[src/include/soc_defines.svh]
`ifndef SOC_DEFINES_SVH
`define SOC_DEFINES_SVH

// Bus geometry
`define SOC_DATA_W 32

// System regions, top address nibble
`define REGION_RAM    4'h1
`define REGION_BRIDGE 4'h5

// Far bus device codes, address bits 27:24
`define DEV_LED   4'h0
`define DEV_TIMER 4'h5

// On-chip RAM depth in words
`define RAM_WORDS 512

`define LED_W 10

// Timer tick every N clocks
`define TIMER_PRESCALE 4
`define TIMER_REG_COUNT   3'd0
`define TIMER_REG_COMPARE 3'd1
`define TIMER_REG_CTRL    3'd2

`endif

[src/hdl/soc_pkg.sv]
package soc_pkg;

`include "soc_defines.svh"

	// System view of an address
	typedef struct packed {
		logic [3:0]  region;
		logic [27:0] offset;
	} sys_addr_t;

	// Peripheral view, device in bits 27:24
	typedef struct packed {
		logic [3:0]  region;
		logic [3:0]  device;
		logic [23:0] reg_addr;
	} far_addr_t;

	typedef union packed {
		logic [`SOC_DATA_W-1:0] word;
		sys_addr_t              sys;
		far_addr_t              far;
	} bus_addr_u;

	// Instruction fetch, read only
	typedef struct packed {
		logic                   req;
		logic [`SOC_DATA_W-1:0] addr;
	} fetch_req_t;

	typedef struct packed {
		logic                   req;
		logic                   rw;
		bus_addr_u              addr;
		logic [`SOC_DATA_W-1:0] wdata;
	} bus_req_t;

	typedef struct packed {
		logic                   ready;
		logic [`SOC_DATA_W-1:0] rdata;
	} bus_rsp_t;

	typedef enum logic [1:0] {
		PORT_NONE,
		PORT_A,
		PORT_B,
		PORT_C
	} port_id_e;

	typedef struct packed {
		logic                   active;
		logic [`SOC_DATA_W-1:0] addr;
		port_id_e               port;
	} fault_t;

endpackage

[src/hdl/system_decode.sv]
`include "soc_defines.svh"

`timescale 1ns/1ps

module system_decode import soc_pkg::*; (
	input  logic     i_clock,
	input  logic     i_rst,

	input  bus_req_t i_bus,
	output bus_rsp_t o_bus,
	input  port_id_e i_grant,

	output bus_req_t o_ram,
	output bus_req_t o_bridge,
	input  bus_rsp_t i_ram,
	input  bus_rsp_t i_bridge,

	output fault_t   o_fault
);

	logic sel_ram;
	logic sel_bridge;
	logic miss_take;

	logic                   miss_ready_q;
	logic                   fault_active_q;
	logic [`SOC_DATA_W-1:0] fault_addr_q;
	port_id_e               fault_port_q;

	assign sel_ram = i_bus.addr.sys.region == `REGION_RAM;
	assign sel_bridge = i_bus.addr.sys.region == `REGION_BRIDGE;

	always_comb begin
		o_ram = i_bus;
		o_ram.req = i_bus.req && sel_ram;
		o_bridge = i_bus;
		o_bridge.req = i_bus.req && sel_bridge;
	end

	// Unmapped region, complete locally with zero data
	assign miss_take = i_bus.req && !sel_ram && !sel_bridge && !miss_ready_q;

	always_ff @(posedge i_clock) begin
		if (i_rst) begin
			miss_ready_q <= 1'b0;
			fault_active_q <= 1'b0;
		end else begin
			miss_ready_q <= miss_take;
			if (miss_take)
				fault_active_q <= 1'b1;
			else if (i_bus.req && (sel_ram || sel_bridge))
				fault_active_q <= 1'b0;
		end
	end

	always_ff @(posedge i_clock) begin
		if (miss_take) begin
			fault_addr_q <= i_bus.addr.word;
			fault_port_q <= i_grant;
		end
	end

	always_comb begin
		if (sel_ram)
			o_bus = i_ram;
		else if (sel_bridge)
			o_bus = i_bridge;
		else begin
			o_bus.ready = miss_ready_q;
			o_bus.rdata = '0;
		end
	end

	assign o_fault = '{active: fault_active_q, addr: fault_addr_q, port: fault_port_q};

	a_one_target: assert property (@(posedge i_clock) disable iff (i_rst)
		!(o_ram.req && o_bridge.req));

endmodule

[config.mk]
export PLATFORM = sky130hd
export DESIGN_NAME = system_decode
export DESIGN_NICKNAME = d
export VERILOG_FILES = /design/src/hdl/soc_pkg.sv /design/src/hdl/system_decode.sv
export VERILOG_INCLUDE_DIRS = /design/src /design/src/include
export SDC_FILE = /design/constraint.sdc
export NUM_CORES = 1
export LEC_CHECK = 0
export BUFFER_PORTS_ARGS = -buffer_cell sky130_fd_sc_hd__buf_2
export CORE_AREA = 8 8 125 127
export CTS_CLUSTER_DIAMETER = 150
export DETAILED_ROUTE_END_ITERATION = 16
export DIE_AREA = 0 0 133 135
export PLACE_DENSITY = 0.65
export SLEW_MARGIN = 20
export SYNTH_ARGS = -nofsm -noshare
export SYNTH_HDL_FRONTEND = slang
export SYNTH_SLANG_ARGS = --single-unit
[constraint.sdc]
create_clock -name i_clock -period 3.1 [get_ports i_clock]
set_input_delay 0.155 -clock i_clock [delete_from_list [all_inputs] [get_ports i_clock]]
set_output_delay 0.155 -clock i_clock [all_outputs]
set_load 0.02 [all_outputs]
After elaboration in Yosys (flattened, before gate mapping)
Index checks and enable logic that the tools add are counted.
Storage, ports and cells
  register bits after elaboration: 36
  bits in latches: 0
  memory bits (writable): 0
  bits in read-only memories: 0
  input bits: 136
  output and inout port bits: 200
  word-level logic and storage cells: 21
  memories: 0
Cells by class
  add/sub/neg operators: 0
  $mul: 0
  divide/modulo/power cells: 0
  magnitude comparators: 0
  eq/ne operators: 2
  shift-type cells: 0
  multiplexer cells: 4
  bitwise operators: 0
  reduce and logical (&&, ||, !) cells: 11
Operators by type and width (count)
  2-to-1 mux 33 bit: 2
  logical AND 1 bit: 6
  equality test 4 x 1 -> 1 bit (second input constant): 1
  equality test 4 x 3 -> 1 bit (second input constant): 1
  logical NOT 1 bit: 3
  2-to-1 mux 1 bit: 2
  nonzero test 2 bit: 1
  logical OR 1 bit: 1

Logic depth before layout (Yosys ltp)
  depth in word-level cells: 6
  mapped depth: 4
  gate-level depth less buffers: 2

Least setup slack after synthesis
Ideal clock, no wire load.
  path type: register to register
  start point: reg miss_ready_q
  end point: reg fault_addr_q[0], enable pin
  library setup time: 0.425 ns
  arrival time: 1.891 ns
  data required time: 2.675 ns
  slack: 0.784 ns
  cell stages (with the launch flop): 3
  buffers on the path: 0
  clock period less this slack: 2.316 ns
  cell sequence: dfxtp_1 -> nand2b_1 -> nor2_1
On the way
  word-level cells in the longest chain between the ends: 2
RTL lines
  from (decl): RTL line system_decode.sv:25  | logic miss_ready_q;
  from (signal assigned): RTL line system_decode.sv:48  | miss_ready_q <= miss_take;
  logical NOT 1 bit: RTL line system_decode.sv:41  | assign miss_take = i_bus.req && !sel_ram && !sel_bridge && !miss_ready_q;
  logical AND 1 bit: RTL line system_decode.sv:41
  net miss_take: RTL line system_decode.sv:23  | logic miss_take;
  to (signal assigned): RTL line system_decode.sv:58  | fault_addr_q <= i_bus.addr.word;
  to (decl): RTL line system_decode.sv:27  | logic [`SOC_DATA_W-1:0] fault_addr_q;
The timed path passes the listed nets, and every way through them passes these cells.
A chain may end at the register's enable or synchronous reset.

==> metrics.md <==
| Metric | Value |
|---|---|
| Status | `completed` |
| Post-detail-place hpwl | `8.35 mm` |
| Cell depth of the worst flop-to-flop path | `2` |
| Critical path class | `in2out` |
| Horiz. Die Dim | `133 um` |
| Area of the multi-input gates | `about 530 um^2` |
| Max Slew Vio Count | `0` |
| Port Buffers | `236` |
| Crit path cell chain | `buf_2 -> buf_4 -> mux2i_1 -> nor2_1 -> buf_2` |
| H-Tree Depth | `2` |
| Period utilisation layout | `0.534` |
| Final setup vio count | `0` |
| # fillers | `about 1,500` |
| 1st-iter DRT viols | `54` |
| Fmax | `0.604 GHz` |
| Register area share after synthesis | `0.402` |
| Via count | `1,904` |
| Hold Path Sink | `fault_port_q[1]$_DFFE_PP_` |
| CTS root buffer | `clkbuf_16` |
| Total track usage | `0.0956` |
| Commonest non-fill, non-tap cell in the layout | `buf_2` |
| Initial DRT Pass Iterations | `4` |
| Antenna violations before repair | `3` |
| Most frequent cells in the layout | `buf_2 (236), edfxtp_1 (34), mux2i_1 (32)` |
| Placement Rows | `43` |
| Mapped cell area | `2640 um^2` |
| Cts bufs inserted | `5` |
| Slowest cell on the critical path | `buf_4` |
| Min-delay src | `i_grant[1]` |
| Layout cells sized above 1 | `0.700` |
| Delay-heaviest family, CP | `buffers and inverters` |
| Synthesis-to-layout area growth | `19.7%` |
| Slew @ Worst Pin | `around 920 ps` |
| Most frequent CP cell | `buf_2` |
| Crit path buffers/inverters | `3` |
| CTS max path bufs | `2` |
| DRC viols | `0` |
| Syn_area_per_cell | `10.5 um^2` |
| Overflow after GRT | `0` |
| Data arrival time of the worst path | `1500 ps` |
| Largest net degree at the start of global routing | `35` |
| DR WL/cell | `roughly 17 um` |
| Vias per Instance | `3.55` |
| Initial Util | `0.194` |
| Die extent in y | `135 um` |
| Worst hold path type | `in2reg` |
| Core ar. | `13,600 um^2` |
| RD Place Congestion | `0.734` |
| Synth Instances | `250` |
| Max transition margin | `0.386` |
| Area post-placement | `between 3000 and 4000 um^2` |
| Die ar. | `18,000 um^2` |
| Synth Register Bits | `36` |
| Final setup TNS | `0 ps` |
| Number of global-route vias before repair | `1,954` |
| Antenna-violating nets left | `0` |
| Resized Gates After CTS | `0` |
| Hold Buf Count CTS | `0` |
| First-pass GRT wire length | `~13 mm` |
| Reg2reg start | `miss_ready_q$_SDFF_PP0_` |
| Antenna cells | `0` |
| Clock sinks | `36` |
| Ports | `336` |
| Reg2reg setup slack | `1490 ps` |
| Clock Skew | `4.79 ps` |
| CTS clock-pin slew for the worst setup and hold paths | `50 ps` |
| Critical path startpoint category | `input pin` |
| Maximum VDD drop | `0.130 mV` |
| CTS tree | `built` |
| Post-route cell area | `about 3200 um^2` |
| Count of cell types in the netlist | `16` |
| Register area | `1060 um^2` |
| Maxcap violations | `0` |
| Nature of the critical path endpoint | `primary output` |
| Tmin final | `1660 ps` |
| Required @ worst endpoint | `2940 ps` |
| Fin nets | `493` |
| Post-CTS setup buffer count | `0` |
| P per Cell Area | `435 nW/um^2` |
| Total Wirelength | `9.37 mm` |
| Worst skew pair latency | `280 ps` |
| Reg-to-reg endpoint | `fault_addr_q[21]$_DFFE_PP_` |
| Leakage power total | `1.67 nW` |
| Hold path depth | `1` |
| RSZ-0062 raised after global routing | `no` |
| Max stage delay on crit path | `around 420 ps` |
| Final Hold Vio Count | `0` |
| Critical-path maximum fanout | `20` |
| Post-synth net total | `386` |
| YS warnings | `0` |
-- how the worst max path moves through the flow --
stage	startpoint	slack, ps	cells past startpoint	end
final	i_bus[62]	1440	5	o_bus[3]
after global routing	i_bus[62]	1270	5	o_bus[3]
after CTS	i_bus[62]	1350	5	o_bus[3]
after detailed placement	i_bus[60]	1310	4	fault_addr_q[22]$_DFFE_PP_
after global placement	i_bus[60]	1330	4	fault_addr_q[21]$_DFFE_PP_
after floorplan	miss_ready_q$_SDFF_PP0_	780	2	fault_addr_q[0]$_DFFE_PP_
-- synthesized netlist by cell type --
library cell | instances | area share
a221oi_1 | 1 | 0.0033
nor2_1 | 31 | 0.044
buf_6 | 4 | 0.017
dfxtp_1 | 2 | 0.015
mux2i_1 | 32 | 0.12
inv_1 | 1 | 0.0014
nor3_1 | 1 | 0.0019
and3_2 | 1 | 0.0028
nor2_2 | 2 | 0.0047
or3b_1 | 1 | 0.0033
nand2b_1 | 1 | 0.0024
nor3b_1 | 2 | 0.0057
edfxtp_1 | 34 | 0.39
mux2_2 | 2 | 0.0085
buf_4 | 131 | 0.37
buf_2 | 4 | 0.0076
-- where the power goes --
part	switching, W	leakage [nW]	internal (W)
Sequential	0.00000583	0.342	0.000569
Clock	0.000166	0.0648	0.000286
Combinational	0.000216	1.27	0.000130
-- state kept, by name, indices dropped and copies added (netlist names) --
name / count
fault_active_q: 1
fault_addr_q: 32
fault_port_q: 2
miss_ready_q: 1
-- area by class of cell --
class                      instances  area share
timing repair buffer             239       0.381
tap                              180      0.0713
clock inverter                     2     0.00238
clock buffer                       5      0.0396
inverter                           1     0.00119
multi-input combinational         74       0.168
sequential                        36       0.336
-- layer usage --
layer | wire length (um) | vias to the layer above | global-route usage
met1 | 2550 | 785 | 0.0714
met3 | 1530 | 25 | 0.0646
li1 | - | 903 | -
met5 | 0 | - | 0
met2 | 5050 | 191 | 0.184
met4 | 231 | 0 | 0.0391
-- logic make-up (layout without fill, tap and decap cells) --
kind of cell / count (synthesis) / after routing / synth area share
flip-flops: 36 / 36 / 0.402
buffers and inverters: 140 / 247 / 0.399
AO/OA/AOI/OAI: 1 / 1 / 0.00332
AND/OR/NAND/NOR: 39 / 39 / 0.0650
multiplexers: 34 / 34 / 0.130
-- per-stage QoR --
step                total power, W  instances  worst slack (ps)  utilization  hold WS (ps)
CTS                        0.00140        537              1350        0.232          49.6
finish                     0.00137        537              1440        0.232          59.6
global route               0.00144        537              1270        0.232          46.0
floorplan                 0.000955        250               784            -           234
detailed placement        0.000939        530              1310        0.222           310
global placement          0.000936        530              1330        0.222           310
Power figures use the tool's default switching activity.
