`src/include/soc_defines.svh`:
```
`ifndef SOC_DEFINES_SVH
`define SOC_DEFINES_SVH

// Bus geometry
`define SOC_DATA_W 32

// System regions, top address nibble
`define REGION_RAM    4'h1
`define REGION_BRIDGE 4'h5

// Far bus device codes, address bits 27:24
`define DEV_LED   4'h0
`define DEV_TIMER 4'h5

// On-chip RAM depth in words
`define RAM_WORDS 512

`define LED_W 10

// Timer tick every N clocks
`define TIMER_PRESCALE 4
`define TIMER_REG_COUNT   3'd0
`define TIMER_REG_COMPARE 3'd1
`define TIMER_REG_CTRL    3'd2

`endif

```
`src/hdl/soc_pkg.sv`:
```
package soc_pkg;

`include "soc_defines.svh"

	// System view of an address
	typedef struct packed {
		logic [3:0]  region;
		logic [27:0] offset;
	} sys_addr_t;

	// Peripheral view, device in bits 27:24
	typedef struct packed {
		logic [3:0]  region;
		logic [3:0]  device;
		logic [23:0] reg_addr;
	} far_addr_t;

	typedef union packed {
		logic [`SOC_DATA_W-1:0] word;
		sys_addr_t              sys;
		far_addr_t              far;
	} bus_addr_u;

	// Instruction fetch, read only
	typedef struct packed {
		logic                   req;
		logic [`SOC_DATA_W-1:0] addr;
	} fetch_req_t;

	typedef struct packed {
		logic                   req;
		logic                   rw;
		bus_addr_u              addr;
		logic [`SOC_DATA_W-1:0] wdata;
	} bus_req_t;

	typedef struct packed {
		logic                   ready;
		logic [`SOC_DATA_W-1:0] rdata;
	} bus_rsp_t;

	typedef enum logic [1:0] {
		PORT_NONE,
		PORT_A,
		PORT_B,
		PORT_C
	} port_id_e;

	typedef struct packed {
		logic                   active;
		logic [`SOC_DATA_W-1:0] addr;
		port_id_e               port;
	} fault_t;

endpackage

```
`src/hdl/led_port.sv`:
```
`include "soc_defines.svh"

`timescale 1ns/1ps

module led_port import soc_pkg::*; (
	input  logic              i_clock,
	input  logic              i_rst,
	input  bus_req_t          i_req,
	output bus_rsp_t          o_rsp,
	output logic [`LED_W-1:0] o_led
);

	logic              ready_q;
	logic [`LED_W-1:0] led_q;
	logic              take;

	assign take = i_req.req && !ready_q;

	always_ff @(posedge i_clock) begin
		if (i_rst) begin
			ready_q <= 1'b0;
			led_q <= '0;
		end else begin
			ready_q <= take;
			if (take && i_req.rw)
				led_q <= i_req.wdata[`LED_W-1:0];
		end
	end

	// Write only, reads give zero
	assign o_rsp.ready = ready_q;
	assign o_rsp.rdata = '0;
	assign o_led = led_q;

endmodule

```
`src/hdl/periph_bridge.sv`:
```
`include "soc_defines.svh"

`timescale 1ns/1ps

module periph_bridge import soc_pkg::*; (
	input  logic              i_clock,
	input  logic              i_rst,
	input  bus_req_t          i_near,
	output bus_rsp_t          o_near,
	output logic [`LED_W-1:0] o_led,
	output logic              o_timer_irq
);

	logic                   busy_q;
	logic                   far_req_q;
	logic                   near_ready_q;
	logic                   far_rw_q;
	bus_addr_u              far_addr_q;
	logic [`SOC_DATA_W-1:0] far_wdata_q;
	logic [`SOC_DATA_W-1:0] near_rdata_q;
	logic                   miss_ready_q;

	bus_req_t far_bus;
	bus_req_t led_req;
	bus_req_t timer_req;
	bus_rsp_t led_rsp;
	bus_rsp_t timer_rsp;
	bus_rsp_t far_rsp;
	logic     sel_led;
	logic     sel_timer;

	// ====================
	// Near side
	always_ff @(posedge i_clock) begin
		if (i_rst) begin
			busy_q <= 1'b0;
			far_req_q <= 1'b0;
			near_ready_q <= 1'b0;
		end else begin
			near_ready_q <= 1'b0;
			if (near_ready_q)
				busy_q <= 1'b0;
			else if (!busy_q && i_near.req) begin
				busy_q <= 1'b1;
				far_req_q <= 1'b1;
			end else if (far_req_q && far_rsp.ready) begin
				far_req_q <= 1'b0;
				near_ready_q <= 1'b1;
			end
		end
	end

	always_ff @(posedge i_clock) begin
		if (!busy_q && i_near.req) begin
			far_rw_q <= i_near.rw;
			far_addr_q <= i_near.addr;
			far_wdata_q <= i_near.wdata;
		end
		if (far_req_q && far_rsp.ready)
			near_rdata_q <= far_rsp.rdata;
	end

	assign o_near.ready = near_ready_q;
	assign o_near.rdata = near_rdata_q;

	// ====================
	// Far side
	assign far_bus = '{req: far_req_q, rw: far_rw_q, addr: far_addr_q, wdata: far_wdata_q};

	assign sel_led = far_bus.addr.far.device == `DEV_LED;
	assign sel_timer = far_bus.addr.far.device == `DEV_TIMER;

	always_comb begin
		led_req = far_bus;
		led_req.req = far_bus.req && sel_led;
		timer_req = far_bus;
		timer_req.req = far_bus.req && sel_timer;
	end

	// No device behind this code, answer here
	always_ff @(posedge i_clock) begin
		if (i_rst)
			miss_ready_q <= 1'b0;
		else
			miss_ready_q <= far_bus.req && !sel_led && !sel_timer && !miss_ready_q;
	end

	always_comb begin
		if (sel_led)
			far_rsp = led_rsp;
		else if (sel_timer)
			far_rsp = timer_rsp;
		else
			far_rsp = '{ready: miss_ready_q, rdata: '0};
	end

	led_port u_led (
		.i_clock (i_clock),
		.i_rst   (i_rst),
		.i_req   (led_req),
		.o_rsp   (led_rsp),
		.o_led   (o_led)
	);

	timer u_timer (
		.i_clock (i_clock),
		.i_rst   (i_rst),
		.i_req   (timer_req),
		.o_rsp   (timer_rsp),
		.o_irq   (o_timer_irq)
	);

endmodule

```
`src/hdl/timer.sv`:
```
`include "soc_defines.svh"

`timescale 1ns/1ps

module timer import soc_pkg::*; (
	input  logic     i_clock,
	input  logic     i_rst,
	input  bus_req_t i_req,
	output bus_rsp_t o_rsp,
	output logic     o_irq
);

	localparam int PW = $clog2(`TIMER_PRESCALE);
	localparam logic [PW-1:0] PRE_LAST = PW'(`TIMER_PRESCALE - 1);

	logic [PW-1:0]          pre_q;
	logic [`SOC_DATA_W-1:0] count_q;
	logic [`SOC_DATA_W-1:0] compare_q;
	logic                   enable_q;
	logic                   ready_q;
	logic [`SOC_DATA_W-1:0] rdata_q;
	logic                   take;
	logic                   tick;
	logic [2:0]             reg_sel;

	assign take = i_req.req && !ready_q;
	assign reg_sel = i_req.addr.far.reg_addr[4:2];
	assign tick = enable_q && (pre_q == PRE_LAST);

	always_ff @(posedge i_clock) begin
		if (i_rst) begin
			pre_q <= '0;
			count_q <= '0;
			compare_q <= '0;
			enable_q <= 1'b0;
			ready_q <= 1'b0;
		end else begin
			ready_q <= take;
			if (enable_q)
				pre_q <= tick ? '0 : pre_q + 1'b1;
			// Bus write wins over a tick in the same cycle
			if (take && i_req.rw && reg_sel == `TIMER_REG_COUNT)
				count_q <= i_req.wdata;
			else if (tick)
				count_q <= count_q + 1'b1;
			if (take && i_req.rw && reg_sel == `TIMER_REG_COMPARE)
				compare_q <= i_req.wdata;
			if (take && i_req.rw && reg_sel == `TIMER_REG_CTRL)
				enable_q <= i_req.wdata[0];
		end
	end

	always_ff @(posedge i_clock) begin
		if (take) begin
			if (i_req.rw)
				rdata_q <= '0;
			else if (reg_sel == `TIMER_REG_COUNT)
				rdata_q <= count_q;
			else if (reg_sel == `TIMER_REG_COMPARE)
				rdata_q <= compare_q;
			else
				rdata_q <= '0;
		end
	end

	assign o_rsp.ready = ready_q;
	assign o_rsp.rdata = rdata_q;

	// Level interrupt
	assign o_irq = enable_q && (count_q >= compare_q);

endmodule

```
`config.mk`:
```
export PLATFORM = sky130hd
export DESIGN_NAME = periph_bridge
export DESIGN_NICKNAME = d
export VERILOG_FILES = /design/src/hdl/soc_pkg.sv /design/src/hdl/led_port.sv /design/src/hdl/periph_bridge.sv /design/src/hdl/timer.sv
export VERILOG_INCLUDE_DIRS = /design/src /design/src/include
export SDC_FILE = /design/constraint.sdc
export NUM_CORES = 1
export LEC_CHECK = 0
export ABC_AREA = 1
export BUFFER_PORTS_ARGS = -buffer_cell sky130_fd_sc_hd__buf_4
export CORE_ASPECT_RATIO = 1.5
export CORE_MARGIN = 2
export CORE_UTILIZATION = 58
export CTS_CLUSTER_DIAMETER = 60
export DETAILED_ROUTE_END_ITERATION = 12
export HOLD_SLACK_MARGIN = 0.02
export PLACE_DENSITY = 0.8
export SLEW_MARGIN = 30
export SYNTH_ARGS = -nofsm -noshare
export SYNTH_HDL_FRONTEND = slang
export SYNTH_SLANG_ARGS = --single-unit
```
`constraint.sdc`:
```
create_clock -name i_clock -period 3.1 [get_ports i_clock]
set_clock_uncertainty 0.2 [all_clocks]
set_input_delay 0.465 -clock i_clock [delete_from_list [all_inputs] [get_ports i_clock]]
set_output_delay 0.465 -clock i_clock [all_outputs]
set_load 0.005 [all_outputs]
```
== Yosys cells after proc, flatten, opt, wreduce, memory -nomap -nowiden ==
Index checks and enable logic that the tools add are counted.
Cells by class
  add/sub/neg operators: 2
  $lt $le $gt $ge: 1
  equal/unequal tests: 4
  mux-type cells: 10
  bitwise logic cells: 2
  reduce and logical (&&, ||, !) cells: 30
Operator list (count)
  32-bit 2-to-1 mux: 4
  33-bit 2-to-1 mux: 2
  32-bit by 1-bit adder with 32-bit output, second input constant: 1
  32-bit >= comparator: 1
  1-bit logical AND: 16
  1-bit logical NOT: 6
  4-bit by 3-bit == test with 1-bit output, second input constant: 1
  4-bit logical NOT: 1
  2-bit nonzero test: 2
  2-bit OR reduction: 2
  3-bit by 1-bit == test with 1-bit output, second input constant: 1
  3-bit by 2-bit == test with 1-bit output, second input constant: 1
  3-bit logical NOT: 1
  1-bit 2-to-1 mux: 3
  3-bit OR reduction: 1
  2-bit by 1-bit adder with 2-bit output, second input constant: 1
  2-bit == test, second input constant: 1
  2-bit 2-to-1 mux: 1
  1-bit NOT: 2
  2-bit AND reduction: 1
Word-level totals
  register bits: 208
  input port bits: 68
  output and inout port bits: 44

== Longest topological paths before layout ==
  depth in word-level cells: 6
  gate-level depth with buffers: 12
  gate-level depth less buffers: 12

== Hierarchy ==
A second synthesis with hierarchy kept.
Second synthesis, totals
  cell total of the unflattened synthesis: 1069
  area, all modules: 9968.3 um^2
By module, submodules not included
  timer: instances 1, cells an instance 793, area an instance 5738.0 um^2, seq. area each 2322.2 um^2
  periph_bridge: instances 1, cells an instance 174, area an instance 3529.6 um^2, seq. area each 2992.9 um^2
  led_port: instances 1, cells an instance 102, area an instance 700.7 um^2, seq. area each 220.2 um^2

== Least setup slack after synthesis ==
Ideal clock, no wire load.
  path kind: input port to flip-flop
  from: in i_near[65] in the netlist's numbering
  to: reg far_addr_q[24] in the netlist's numbering, enable pin
  library setup time: 0.441 ns
  arrival time: 2.248 ns
  path slack: 0.211 ns
  stages: 2
  buffers on the path: 0
  cells stage by stage: inv_1 > nor2_1
Between the ends
  cells in the longest elaborated chain, start to end: 1
Ends and longest elaborated chain
  from (decl): RTL line periph_bridge.sv:8  | input bus_req_t i_near,
  1-bit logical AND: RTL line periph_bridge.sv:54  | if (!busy_q && i_near.req) begin
  to (signal assigned): RTL line periph_bridge.sv:56  | far_addr_q <= i_near.addr;
  to (decl): RTL line periph_bridge.sv:18  | bus_addr_u far_addr_q;
No other way between the ends.
A chain may end at the register's enable or synchronous reset.

== Worst setup path in the final report ==
  from: reg u_timer.compare_q[31]
  to: out o_timer_irq
Between the ends
  cells in the longest elaborated chain, start to end: 2
Ends and longest elaborated chain
  from (decl): RTL line timer.sv:18  | logic [`SOC_DATA_W-1:0] compare_q;
  from (signal assigned): RTL line timer.sv:47  | compare_q <= i_req.wdata;
  32-bit >= comparator: RTL line timer.sv:70  | assign o_irq = enable_q && (count_q >= compare_q);
  1-bit logical AND: RTL line timer.sv:70
  to (decl): RTL line periph_bridge.sv:11  | output logic o_timer_irq
No other way between the ends.

==> results by group <==
Worst setup path
  – FF-to-FF Start: far_addr_q[25]$_DFFE_PP_
  – Reg-to-reg endpoint: u_timer.count_q[19]$_SDFFE_PP0P_
  – CP Data Required Time: between 2 and 2.5 ns
  – Worst Path Class, Setup: reg -> out
  – CP arrival: 2.26 ns
  – Setup crit end kind: output pin
  – FF-to-FF setup slack: 0.66 ns
  – Worst-path fanout max: 2
  – Setup crit start kind: register
  – R2r worst-path depth: 9

Floorplan
  – Row count: 56
  – Io pins: about 110
  – Die Height: 158 um
  – Die ar.: 16800 um2
  – Die Wd: approximately 110 um
  – Initial Util: 0.588
  – Area of the core: between 15000 and 20000 um2

Cells and area
  – FILL cells: 1196
  – Final nets: about 1300
  – Final core utilization: 0.701
  – Share of cells above drive strength 1: 0.137
  – Multi-input gate area: between 3000 and 4000 um2
  – Area delta synth->final: 19.2%
  – Finished Cell Area: ~11000 um2
  – Reg area: 4780 um2
  – N_diodes: 0

Drt
  – Antenna Nets Post-Route: 0
  – First-pass iteration count of the detailed router: 5
  – Wire per inst: 14.9 um
  – Iter 0 DRT Violations: 383
  – Final wirelength: 21200 um
  – Vias per cell: 5.32
  – Drt drc: 0
  – Vias: 7572

Yosys
  – Asr flop ratio synth: 0
  – Largest area contributor in the netlist: edfxtp_1
  – Mapped cell area: approximately 9000 um2
  – Synth Area per Inst: around 8.4 um2
  – Top-area cell type share of the netlist area: 0.342
  – Post-synth EDFFs: 104
  – Synth Register Bits: 187
  – Synth area leaders: edfxtp_1 34%, dfxtp_1 18%, nand2_1 11%
  – Distinct cell type count after synthesis: 34
  – Synth cell count leaders: 274 x nand2_1, 136 x inv_1, 131 x nor2_1, 104 x edfxtp_1, 93 x a21oi_1
  – Synth Flop Type: edfxtp_1
  – Synth Instances: around 1100
  – Most frequent cell after synthesis: nand2_1
  – Register area share after synthesis: 0.523
  – Syn_nets: 1191
  – Number of synthesis warnings: 0

STA
  – Max-slew violations: 0
  – Setup TNS: 0 ns
  – Max Fclk: roughly 0.34 GHz
  – Post-layout minimum cycle time: 2.93 ns
  – Transition time of the tightest slew-check pin: slightly above 0.7 ns
  – Final Hold Fails: 0
  – Final setup viols: 0
  – Final worst-path cycle share: 0.944
  – Max-slew headroom: 0.521
  – WHS: 0.0550 ns
  – RSZ-0062 raised after global routing: no

Power
  – Pleak: ~4.5 nW
  – Clock network fraction of total power: 0.426
  – Sw power: ~0.0012 W
  – Combinational group share of total power: 0.046
  – Int Pwr: 0.00393 W
  – Power density cells: 468 nW/um2
  – Peak supply drop: 0.350 mV
  – Overall Power: ~0.005 W
  – Sw frac: 0.230
  – Reg power frac: 0.528

CTS
  – TritonCTS clock tree: done
  – Number of clock sinks: 187
  – H-tree levels: 4
  – Clock Latency Late Sink: 0.45 ns
  – Clk root buf: clkbuf_16
  – CTS clock-pin slew for the worst setup and hold paths: 0.08 ns
  – Post-CTS setup buffers: 0
  – Clock buffer depth: 2
  – Total CTS buffers: 17

Min path
  – HP Class: in -> reg
  – Hold worst-path end: busy_q$_SDFFE_PP0P_
  – Worst Min Path Start: i_near[65]
  – Hold path depth: 3

Placement
  – Global placer's final weighted congestion: 0.916
  – IO buf count: 86
  – Hpwl dp: 13700 um
  – Post-DP Area: ~9900 um2

Global routing
  – Initial antenna violation count: 0
  – Largest net degree at the start of global routing: 43
  – GRT Residual Overflow: 0
  – Total track usage: 0.266
  – Vias in the first global route: 7354
  – First-pass GRT wire length: about 35000 um

Run
  – Max_cap viols: 0

Outcome
  – Status: completed
-- metal layers --
metal	part of all wire	wire [um]	global-route usage
met1	0.39	8160	0.292
met2	0.54	11400	0.495
met3	0.046	966	0.0453
met4	0.028	603	0.125
met5	0	0	0
-- worst max path at each step --
stage / start / endpoint / slack (ns) / depth (start not counted)
CTS: u_timer.compare_q[31]$_SDFFE_PP0P_ / o_timer_irq / 0.17 / 11
global route: u_timer.compare_q[31]$_SDFFE_PP0P_ / o_timer_irq / 0.03 / 11
detailed placement: u_timer.compare_q[31]$_SDFFE_PP0P_ / o_timer_irq / 0.66 / 11
global placement: u_timer.compare_q[31]$_SDFFE_PP0P_ / o_timer_irq / 0.67 / 11
floorplan: i_near[65] / far_addr_q[24]$_DFFE_PP_ / 0.21 / 2
finish: u_timer.compare_q[31]$_SDFFE_PP0P_ / o_timer_irq / 0.17 / 11
-- power groups by stage --
stage	registers (W)	clock network [W]	logic, W
after global routing	0.00270	0.00230	0.000252
after global placement	0.00275	0	0.000184
final	0.00270	0.00217	0.000233
after detailed placement	0.00275	0	0.000188
after floorplan	0.00274	0	0.0000891
after CTS	0.00270	0.00218	0.000230
-- cells by family (layout without fill, tap and decap cells) --
family,count (synthesis),in the layout,synth area share
XOR/XNOR,8,8,0.00766
flip-flops,187,187,0.523
AND/OR/NAND/NOR,525,525,0.250
adder cells (fa/ha/maj),34,34,0.0465
buffers and inverters,184,314,0.0883
AO/OA/AOI/OAI,151,151,0.0843
-- layout by cell type (no fill, tap or decap), drive strengths merged --
cell and instances:
nor2 144, clkinvlp 1, nor3 6, buf 103
or2 1, a21o 1, o21ai 52, edfxtp 104
a21oi 93, xnor2 5, clkinv 2, xor2 3
dfxtp 83, clkbuf 18, nand3b 8, bufinv 1
o21bai 3, ha 34, and2 1, nand2 283
nand4 10, dlygate4sd3 40, nand3 72, o21a 2
inv 149
-- flip-flops by register name, indices dropped and copies added, names as in the netlist --
| name | count |
|---|---|
| u_timer.count_q | 32 |
| far_wdata_q | 32 |
| near_ready_q | 1 |
| far_addr_q | 7 |
| miss_ready_q | 1 |
| u_led.o_led | 10 |
| far_req_q | 1 |
| busy_q | 1 |
| near_rdata_q | 32 |
| u_timer.ready_q | 1 |
| u_timer.compare_q | 32 |
| u_led.ready_q | 1 |
| u_timer.pre_q | 2 |
| u_timer.enable_q | 1 |
| far_rw_q | 1 |
| u_timer.rdata_q | 32 |
-- final cells by class --
cell class | count | area share
timing repair buffer | 143 | 0.109
clock buffer | 18 | 0.0403
clock inverter | 14 | 0.0131
inverter | 139 | 0.0479
tap | 203 | 0.0233
multi-input combinational | 718 | 0.328
sequential | 187 | 0.439
-- through the flow --
stage          worst slack [ns]  std cells
2_1_floorplan             0.211       1089
3_3_place_gp              0.666       1350
3_5_place_dp              0.663       1350
4_1_cts                   0.174       1422
5_1_grt                  0.0276       1422
6_report                  0.175       1422
-- critical path: stages (launching register included) --
cell	delay (ns)
dfxtp_1	0.33
inv_1	0.06
ha_1	0.30
nand2_1	0.10
nor2_1	0.16
nand2_1	0.12
nor3_2	0.19
nand2_1	0.09
inv_1	0.06
nand2_1	0.04
a21oi_1	0.21
buf_4	0.16
-- what timing repair did --
item	in CTS	in global routing
hold buffers	40	0
endpoints found under the setup margin	0	1
endpoints found under the hold margin	40	0
resized for setup	0	1
No activity file was read; power rests on OpenSTA's default activity.
