### config.mk
export PLATFORM = sky130hd
export DESIGN_NAME = bus_access
export DESIGN_NICKNAME = d
export VERILOG_FILES = /design/src/hdl/soc_pkg.sv /design/src/hdl/bus_access.sv
export VERILOG_INCLUDE_DIRS = /design/src /design/src/include
export SDC_FILE = /design/constraint.sdc
export NUM_CORES = 1
export LEC_CHECK = 0
export BUFFER_PORTS_ARGS = -buffer_cell sky130_fd_sc_hd__buf_2
export CORE_AREA = 10 10 133 135
export DETAILED_ROUTE_END_ITERATION = 8
export DIE_AREA = 0 0 143 145
export PLACE_DENSITY = 0.66
export RECOVER_POWER = 100
export SLEW_MARGIN = 25
export SYNTH_ARGS = -nofsm -noshare
export SYNTH_HDL_FRONTEND = slang
export SYNTH_SLANG_ARGS = --single-unit
### constraint.sdc
create_clock -name i_clock -period 4.6 [get_ports i_clock]
set_clock_uncertainty 0.2 [all_clocks]
set_input_delay 0.23 -clock i_clock [delete_from_list [all_inputs] [get_ports i_clock]]
set_output_delay 0.23 -clock i_clock [all_outputs]
set_load 0.01 [all_outputs]
### src/include/soc_defines.svh
`ifndef SOC_DEFINES_SVH
`define SOC_DEFINES_SVH

// Bus geometry
`define SOC_DATA_W 32

// System regions, top address nibble
`define REGION_RAM    4'h1
`define REGION_BRIDGE 4'h5

// Far bus device codes, address bits 27:24
`define DEV_LED   4'h0
`define DEV_TIMER 4'h5

// On-chip RAM depth in words
`define RAM_WORDS 512

`define LED_W 10

// Timer tick every N clocks
`define TIMER_PRESCALE 4
`define TIMER_REG_COUNT   3'd0
`define TIMER_REG_COMPARE 3'd1
`define TIMER_REG_CTRL    3'd2

`endif

### src/hdl/soc_pkg.sv
package soc_pkg;

`include "soc_defines.svh"

	// System view of an address
	typedef struct packed {
		logic [3:0]  region;
		logic [27:0] offset;
	} sys_addr_t;

	// Peripheral view, device in bits 27:24
	typedef struct packed {
		logic [3:0]  region;
		logic [3:0]  device;
		logic [23:0] reg_addr;
	} far_addr_t;

	typedef union packed {
		logic [`SOC_DATA_W-1:0] word;
		sys_addr_t              sys;
		far_addr_t              far;
	} bus_addr_u;

	// Instruction fetch, read only
	typedef struct packed {
		logic                   req;
		logic [`SOC_DATA_W-1:0] addr;
	} fetch_req_t;

	typedef struct packed {
		logic                   req;
		logic                   rw;
		bus_addr_u              addr;
		logic [`SOC_DATA_W-1:0] wdata;
	} bus_req_t;

	typedef struct packed {
		logic                   ready;
		logic [`SOC_DATA_W-1:0] rdata;
	} bus_rsp_t;

	typedef enum logic [1:0] {
		PORT_NONE,
		PORT_A,
		PORT_B,
		PORT_C
	} port_id_e;

	typedef struct packed {
		logic                   active;
		logic [`SOC_DATA_W-1:0] addr;
		port_id_e               port;
	} fault_t;

endpackage

### src/hdl/bus_access.sv
`include "soc_defines.svh"

`timescale 1ns/1ps

module bus_access import soc_pkg::*; (
	input  logic       i_clock,
	input  logic       i_rst,

	input  fetch_req_t i_pa,
	output bus_rsp_t   o_pa,
	input  bus_req_t   i_pb,
	output bus_rsp_t   o_pb,
	input  bus_req_t   i_pc,
	output bus_rsp_t   o_pc,

	output bus_req_t   o_bus,
	input  bus_rsp_t   i_bus,
	output port_id_e   o_grant
);

	typedef enum logic [1:0] {
		ST_IDLE,
		ST_BUSY,
		ST_RESPOND
	} state_e;

	state_e                 state_q;
	port_id_e               grant_q;
	logic                   req_q;
	logic                   rw_q;
	bus_addr_u              addr_q;
	logic [`SOC_DATA_W-1:0] wdata_q;
	logic [`SOC_DATA_W-1:0] rdata_q;

	port_id_e pick;
	bus_req_t pick_req;

	// Fixed priority, fetch port first
	always_comb begin
		pick = PORT_NONE;
		pick_req = '0;
		if (i_pa.req) begin
			pick = PORT_A;
			pick_req.req = 1'b1;
			pick_req.addr.word = i_pa.addr;
		end else if (i_pb.req) begin
			pick = PORT_B;
			pick_req = i_pb;
		end else if (i_pc.req) begin
			pick = PORT_C;
			pick_req = i_pc;
		end
	end

	always_ff @(posedge i_clock) begin
		if (i_rst) begin
			state_q <= ST_IDLE;
			grant_q <= PORT_NONE;
			req_q <= 1'b0;
		end else begin
			case (state_q)
				ST_IDLE: begin
					if (pick != PORT_NONE) begin
						state_q <= ST_BUSY;
						grant_q <= pick;
						req_q <= 1'b1;
					end
				end
				ST_BUSY: begin
					if (i_bus.ready) begin
						state_q <= ST_RESPOND;
						req_q <= 1'b0;
					end
				end
				// Bus request stays low here for one cycle
				default: state_q <= ST_IDLE;
			endcase
		end
	end

	always_ff @(posedge i_clock) begin
		if (state_q == ST_IDLE) begin
			rw_q <= pick_req.rw;
			addr_q <= pick_req.addr;
			wdata_q <= pick_req.wdata;
		end
		if (state_q == ST_BUSY && i_bus.ready)
			rdata_q <= i_bus.rdata;
	end

	always_comb begin
		o_bus.req = req_q;
		o_bus.rw = rw_q;
		o_bus.addr = addr_q;
		o_bus.wdata = wdata_q;
	end

	assign o_grant = grant_q;

	assign o_pa.ready = (state_q == ST_RESPOND) && (grant_q == PORT_A);
	assign o_pb.ready = (state_q == ST_RESPOND) && (grant_q == PORT_B);
	assign o_pc.ready = (state_q == ST_RESPOND) && (grant_q == PORT_C);
	assign o_pa.rdata = rdata_q;
	assign o_pb.rdata = rdata_q;
	assign o_pc.rdata = rdata_q;

	// ====================
	// Checks
	a_one_ready: assert property (@(posedge i_clock) disable iff (i_rst)
		$onehot0({o_pa.ready, o_pb.ready, o_pc.ready}));

	// New bus cycle only starts out of idle
	a_no_overlap: assert property (@(posedge i_clock) disable iff (i_rst)
		$rose(o_bus.req) |-> $past(state_q == ST_IDLE));

endmodule

* After elaboration in Yosys (flattened, before gate mapping)
Index checks and enable logic that the tools add are counted.
** Storage, ports and cells
- Flip-flop bits (word level) :: 102
- Input port bits :: 200
- Output and inout port bits :: 167
- Logic and storage cells :: 36
** Operators by class
- Eq/ne operators :: 7
- Mux-type cells :: 12
- Reductions and logical operators :: 10
** Operator list (count)
- $mux 65 :: 2
- $mux 32 :: 1
- $mux 2 :: 5
- $eq 2x2->1 const B :: 3
- $eq 2x1->1 const B :: 2
- $logic_and 1x1->1 :: 4
- $ne 2x2->1 const B :: 2
- $pmux 2 s2 :: 1
- $reduce_and 2->1 :: 2
- $reduce_bool 2->1 :: 2
- $reduce_and 3->1 :: 1
- $logic_not 2->1 :: 1
- $mux 1 :: 2
- $pmux 1 s2 :: 1

* Depth between registers and ports, before layout
Gate-level depths: netlist of the first run.
- Depth in word-level cells :: 6
- Gate-level depth with buffers :: 6
- Depth with buffers taken out :: 3

* Worst setup path before layout of the first run
No wires, ideal clock.
- Kind :: register to register
- Start point :: reg state_q[0]
- End point :: reg grant_q[1] (netlist: o_grant[1])
- Setup time :: 0.107 ns
- Arrival :: 3.865 ns
- Data required time :: 4.293 ns
- Setup slack :: 0.428 ns
- Cell stages (with the launch flop) :: 4
- Buffers on the path :: 0
- Clock period less this slack :: 4.172 ns
- Cell sequence :: dfxtp_1 > nor2_1 > o21ai_0 > a221oi_1
** Between the ends
- Cells in the longest elaborated chain, start to end :: 2
** RTL lines
- start: declaration :: RTL line bus_access.sv:27 : state_e state_q;
- start signal: assignment :: RTL line bus_access.sv:57 : state_q <= ST_IDLE;
- start signal: assignment :: RTL line bus_access.sv:64 : state_q <= ST_BUSY;
- start signal: assignment :: RTL line bus_access.sv:71 : state_q <= ST_RESPOND;
- $logic_not 2->1 :: RTL line bus_access.sv:61 : case (state_q)
- $reduce_and 2->1 (no line)
- end signal: assignment :: RTL line bus_access.sv:65 : grant_q <= pick;
- end: declaration :: RTL line bus_access.sv:28 : port_id_e grant_q;
Every way passes these cells.
A chain may end at the register's enable or synchronous reset.

* Final worst setup path of the first run
- Start point :: in i_pc[65] (netlist bit)
- End point :: reg wdata_q[24] (data pin)
** Between the ends
- Cells in the longest elaborated chain, start to end :: 2
** RTL lines
- start: declaration :: RTL line bus_access.sv:13 : input bus_req_t i_pc,
- $mux 65 :: RTL line bus_access.sv:49 : end else if (i_pc.req) begin
- $mux 65 :: RTL line bus_access.sv:46 : end else if (i_pb.req) begin
- end signal: assignment :: RTL line bus_access.sv:85 : wdata_q <= pick_req.wdata;
- end: declaration :: RTL line bus_access.sv:32 : logic [`SOC_DATA_W-1:0] wdata_q;
Every way passes these cells.

==> impl_metrics.ini, run 1 <==
[clock_tree]
cts_setup_buffers = 0
cts_hold_buf = 93
clk_latency_ns = 0.35
root_buffer = clkbuf_16
cts-resized-gates = 0
cts_buffers = 9
clkSinkCount = 102
cts.htree.levels = 3
cts_tree = yes
clk_pin_slew_ns = 0.07
clk_path_buf_depth = 2

[synthesis]
synth_area_um2 = 4690
synth_cell_types = 22
synth_top_flop_cell = edfxtp_1
synth_area_leaders = edfxtp_1, buf_4, a22oi_1
syn-num-nets = 579
yosys_warnings = 0
synth.most_common_cell = edfxtp_1
synth_top_cells_by_count = edfxtp_1, buf_4, a22oi_1
yosys.area.top_type = edfxtp_1
synth_top_area_share_pct = 62.1
yosysSeqAreaShare_pct = 64.2
postSynthAreaPerCell_um2 = 12.4
synth_seq_cells = 102
async_flop_share_pct = 0
synth_edf_count = 97
syn_inst = 379

[worst_setup_path]
r2r_start = state_q[0]
critPathMaxStageDelay_ns = 1.46
cp-start-kind = input pin
crit_fanout = 21
r2r_cells = 2
critPathCaptureType = flip-flop
cp_data_required_time_ns = 4.58
reg2reg_slack_ns = 1.65
r2r-end = addr_q[26]
slowest_stage = nor2b_1
path_cells = buf_2 > nor2b_1 > buf_4 > a22oi_1 > dlygate4sd3_1 > nor2_1
path_class = input pin to flip-flop
crit_arrival_ns = 3.05

[layout]
finalNetCount = 962
seq_area_um2 = 3010
layout-area-overhead-vs-synth_pct = 52.5
fin_util_pct = 47.6
drive_above_1_share_pct = 28.7
multi_input_area_um2 = 1010
fill_cells = 1425
final_area_um2 = 7160

[pwr]
pwr-share-comb_pct = 18.7
leakagePower_nw = 2.91
power.density_nw_per_um2 = 324
vdd_drop_max_mv = 0.168
clkPwrFrac_pct = 31.5
seqPwrFrac_pct = 49.8
power.switching_uw = 634
p_sw_share_pct = 27.3
p_int_mw = 1.68

[global_routing]
grt_pass1_vias = 4754
grt_overflow = 0
antenna_found_initial = 4
grt_first_pass_wirelength_um = 28400
track_usage_pct = 17.7
grt_max_degree = 102

[sta]
relSlewSlack_pct = -30.4
finalHoldWorstSlack_ns = 0.00332
worstMarginPinSlew_ns = 1.95
timing.setup.tns_ns = 0
rsz0062_at_grt = no
setup_viol = 0
period_share_pct = 66.8
fin_crit_ns = 3.07
hold_viol_final = 0
max_freq_mhz = 325
slew_violations = 147

[worst_hold_path]
hold_path_class = input pin to flip-flop
whs_path_depth = 3
min_to = addr_q[14]
min_from = i_pa[14]

[placement]
dpl.hpwl_um = 14300
place_area_um2 = 6170
port_buffers = 366
gp_congestion = 0.796

[run_status]
outcome = finished with violations
violations = capacitance limit, slew limit

[die]
die_w_um = 143
die_y_um = 145
fp-row-count = 45
ios = 367
design.core.area_um2 = 15000
die_area_um2 = 20700
start_util_pct = 31.2

[route]
vias = 4501
drt_iter0_drc = 251
first_pass_iters = 4
route.detailed.drc = 0
wirelength_um = 19700
viasPerCell = 4.70
ant_nets = 0
wl_per_cell_um = 20.5

[flow_run]
maxCapViolations = 3
==> power groups by stage <==
stage	clock network (mW)	registers, mW	logic, mW
floorplan	0	1.21	0.159
global placement	0	1.17	0.393
detailed placement	0	1.17	0.400
CTS	0.756	1.15	0.465
global route	0.788	1.16	0.472
finish	0.731	1.15	0.433
==> critical path: cells and delay by family <==
| kind | cells | cell delay (ns) |
|---|---|---|
| AOI/OAI and AO/OA | 1 | 0.09 |
| and+or+nand+nor | 2 | 1.54 |
| buffers and inverters | 3 | 1.18 |
==> cells in the final DEF, fill, tap and decap left out, types with 4 or more instances in the layout <==
cell,instances
a22oi_1,65
buf_2,197
buf_4,4
clkbuf_1,168
clkbuf_16,9
dfxtp_1,5
dlygate4sd3_1,93
edfxtp_1,97
nand2_1,35
nor2_1,37
o21ai_0,33
==> through the flow <==
stage / total power [mW] / std cells / worst slack [ns]
after floorplan: 1.37 / 379 / 0.428
after global placement: 1.56 / 845 / 2.20
after detailed placement: 1.57 / 846 / 2.57
after CTS: 2.37 / 955 / 2.55
after global routing: 2.42 / 958 / 1.32
final: 2.32 / 958 / 1.53
==> state kept, by name, indices dropped and copies added (netlist names) <==
| signal | cells |
|---|---|
| addr_q | 32 |
| o_grant | 2 |
| rdata_q | 32 |
| req_q | 1 |
| rw_q | 1 |
| state_q | 2 |
| wdata_q | 32 |
==> worst max-delay path by stage <==
stage | startpoint | endpoint | slack [ns] | depth (start not counted)
floorplan | state_q[0] | o_grant[1] | 0.43 | 3
global placement | i_pc[65] | addr_q[13] | 2.20 | 5
detailed placement | state_q[1] | addr_q[30] | 2.57 | 2
CTS | i_pc[65] | wdata_q[24] | 2.55 | 6
finish | i_pc[65] | wdata_q[24] | 1.53 | 6
global route | state_q[0] | addr_q[26] | 1.32 | 2
==> area by class of cell <==
cell class                 count  area share [%]
antenna                        3           0.105
inverter                       3           0.157
sequential                   102            42.1
tap                          188            3.29
multi-input combinational    182            14.1
clock inverter                 7           0.786
clock buffer                   9            3.15
timing repair buffer         464            36.4
==> cell families after synthesis <==
family	synth area share (%)
AO/OA/AOI/OAI	14.9
buffers and inverters	14.1
flip-flops	64.2
AND/OR/NAND/NOR	6.77
==> metal layers <==
layer	vias to the layer above	routed length [um]	global-route usage (%)	part of all wire (%)
li1	2094	-	-	-
met1	2119	7190	18.3	37
met2	260	9940	31.0	50
met3	26	2120	7.50	11
met4	2	421	6.45	2.1
met5	-	13	0	0.066
Power figures use the tool's default switching activity.
==> run 2: changes to the inputs <==
--- a/config.mk
+++ b/config.mk
@@ -10,7 +10,7 @@
 export CORE_AREA = 10 10 133 135
 export DETAILED_ROUTE_END_ITERATION = 8
 export DIE_AREA = 0 0 143 145
-export PLACE_DENSITY = 0.66
+export PLACE_DENSITY = 0.68
 export RECOVER_POWER = 100
 export SLEW_MARGIN = 25
 export SYNTH_ARGS = -nofsm -noshare
==> constraint.sdc (replaced) <==
create_clock -name i_clock -period 2.6 [get_ports i_clock]
set_clock_uncertainty 0.2 [all_clocks]
set_input_delay 0.13 -clock i_clock [delete_from_list [all_inputs] [get_ports i_clock]]
set_output_delay 0.13 -clock i_clock [all_outputs]
set_load 0.01 [all_outputs]
==> run 2 against run 1 <==
Effect of this change: final area grew 11%; the flow now finishes without violations; flip-flop and latch count is the same; register-to-register slack lost 1.1 ns; wire length grew 6.3%; global-route usage grew 1.6 points; sequential power grew 78%; setup slack lost 1.1 ns; total power grew 89%; first-iteration DRC count grew 8.4%; non-clock buffer count grew 76; largest cell class is now non-clock buffers.
==> impl_metrics.ini, run 2 (same netlist as run 1, synthesis figures left out) <==
[sta]
slew_violations = 0
timing.setup.tns_ns = 0
relSlewSlack_pct = 44.2
max_freq_mhz = 469
hold_viol_final = 0
rsz0062_at_grt = no
fin_crit_ns = 2.13
worstMarginPinSlew_ns = 0.838
setup_viol = 0
finalHoldWorstSlack_ns = 0.0186
period_share_pct = 82.0

[pwr]
power.density_nw_per_um2 = 550
vdd_drop_max_mv = 0.328
leakagePower_nw = 3.24
power.total_mw = 4.37

[placement]
dpl.hpwl_um = 14700
numPlacedInstances = 853
gp_congestion = 0.823
port_buffers = 366

[layout]
layout_common_cells = buf_2, clkbuf_1, dlygate4sd3_1
final_common_cell = buf_2
layout-area-overhead-vs-synth_pct = 69.6
finalNetCount = 1038
finalNonFillerCells = 1034
drive_above_1_share_pct = 26.4
top_regs = addr_q (32), rdata_q (32), wdata_q (32)

[global_routing]
grt_max_degree = 72
grt_overflow = 0
grt_pass1_vias = 5374
grt_first_pass_wirelength_um = 31300
antenna_found_initial = 4
track_usage_pct = 19.3

[clock_tree]
cts_tree = yes
cts-resized-gates = 0
clkSinkCount = 102
root_buffer = clkbuf_16
cts_buffers = 9
cts.htree.levels = 3
clk_latency_ns = 0.34
clk_path_buf_depth = 2
clk_pin_slew_ns = 0.07

[die]
start_util_pct = 31.2
fp-row-count = 45
die_area_um2 = 20700
die_y_um = 145
ios = 367
design.core.area_um2 = 15000
die_w_um = 143

[worst_setup_path]
path_class = input pin to flip-flop
crit_fanout = 32
critPathCaptureType = flip-flop
cp-start-kind = input pin
cp_data_required_time_ns = 2.61
crit_arrival_ns = 2.14

[flow_run]
maxCapViolations = 0

[route]
drt_iter0_drc = 272
viasPerCell = 4.69
wirelength_um = 20900
first_pass_iters = 5
vias = 4845
ant_nets = 0
route.detailed.drc = 0
wl_per_cell_um = 20.2

[run_status]
outcome = completed

[worst_hold_path]
hold_path_class = input pin to flip-flop
==> run 2: cell types whose count changed in the layout (fill, tap and decap cells not counted), sizes merged <==
cell,before,now
clkinv,1,2
bufinv,0,2
inv,6,3
clkinvlp,3,2
dlygate4sd3,93,162
clkbuf,178,184
buf,202,203
diode,3,4
==> run 2: critical path, cell delays in order <==
cell and delay, ns:
clkbuf_1 0.26, nor2b_4 0.56, buf_12 0.26, a22oi_1 0.09, o21ai_0 0.24, dlygate4sd3_1 0.59
==> run 2: final timing paths <==
path / startpoint / cells past startpoint / slack (ns) / end
max: i_pc[65] / 6 / 0.47 / addr_q[19]
min reg2reg: state_q[1] / 1 / 0.33 / state_q[0]
min: i_pc[41] / 3 / 0.02 / addr_q[9]
max reg2reg: state_q[1] / 2 / 0.52 / wdata_q[31]
==> run 2: what timing repair did <==
item | 4_1_cts | 5_1_grt
buffers inserted | 0 | 0
endpoints found under the hold margin | 102 | 0
hold buffers | 162 | 0
==> run 2: layout make-up <==
cell class / count / area, um^2
fillers: 1374 / 7080
multi-input cells: 182 / 1020
diodes: 4 / 10.0
inverters: 3 / 11.3
clock buffers: 9 / 225
clock inverters: 6 / 87.6
repair buffers: 540 / 3350
flip-flops and latches: 102 / 3010
well taps: 188 / 235
==> run 2: routing by layer <==
metal | vias to the layer above | wire, um | track usage, %
met5 | - | 0 | 0
met2 | 291 | 10800 | 34.6
li1 | 2249 | - | -
met1 | 2279 | 7340 | 19.2
met3 | 26 | 2320 | 7.82
met4 | 0 | 461 | 7.38
==> run 2: metrics by stage <==
step / util, % / instance area [um^2] / worst slack [ns]
finish: 52.9 / 7960 / 0.468
global route: 52.9 / 7960 / 0.356
CTS: 54.4 / 8180 / 0.656
detailed placement: 41.5 / 6240 / 0.817
global placement: 41.5 / 6240 / 0.877
floorplan: - / 4700 / 0.457
==> run 2: power by group <==
part	internal, mW	switching (mW)
clock network	0.837	0.586
registers	1.98	0.0647
logic	0.445	0.462
total	3.26	1.11
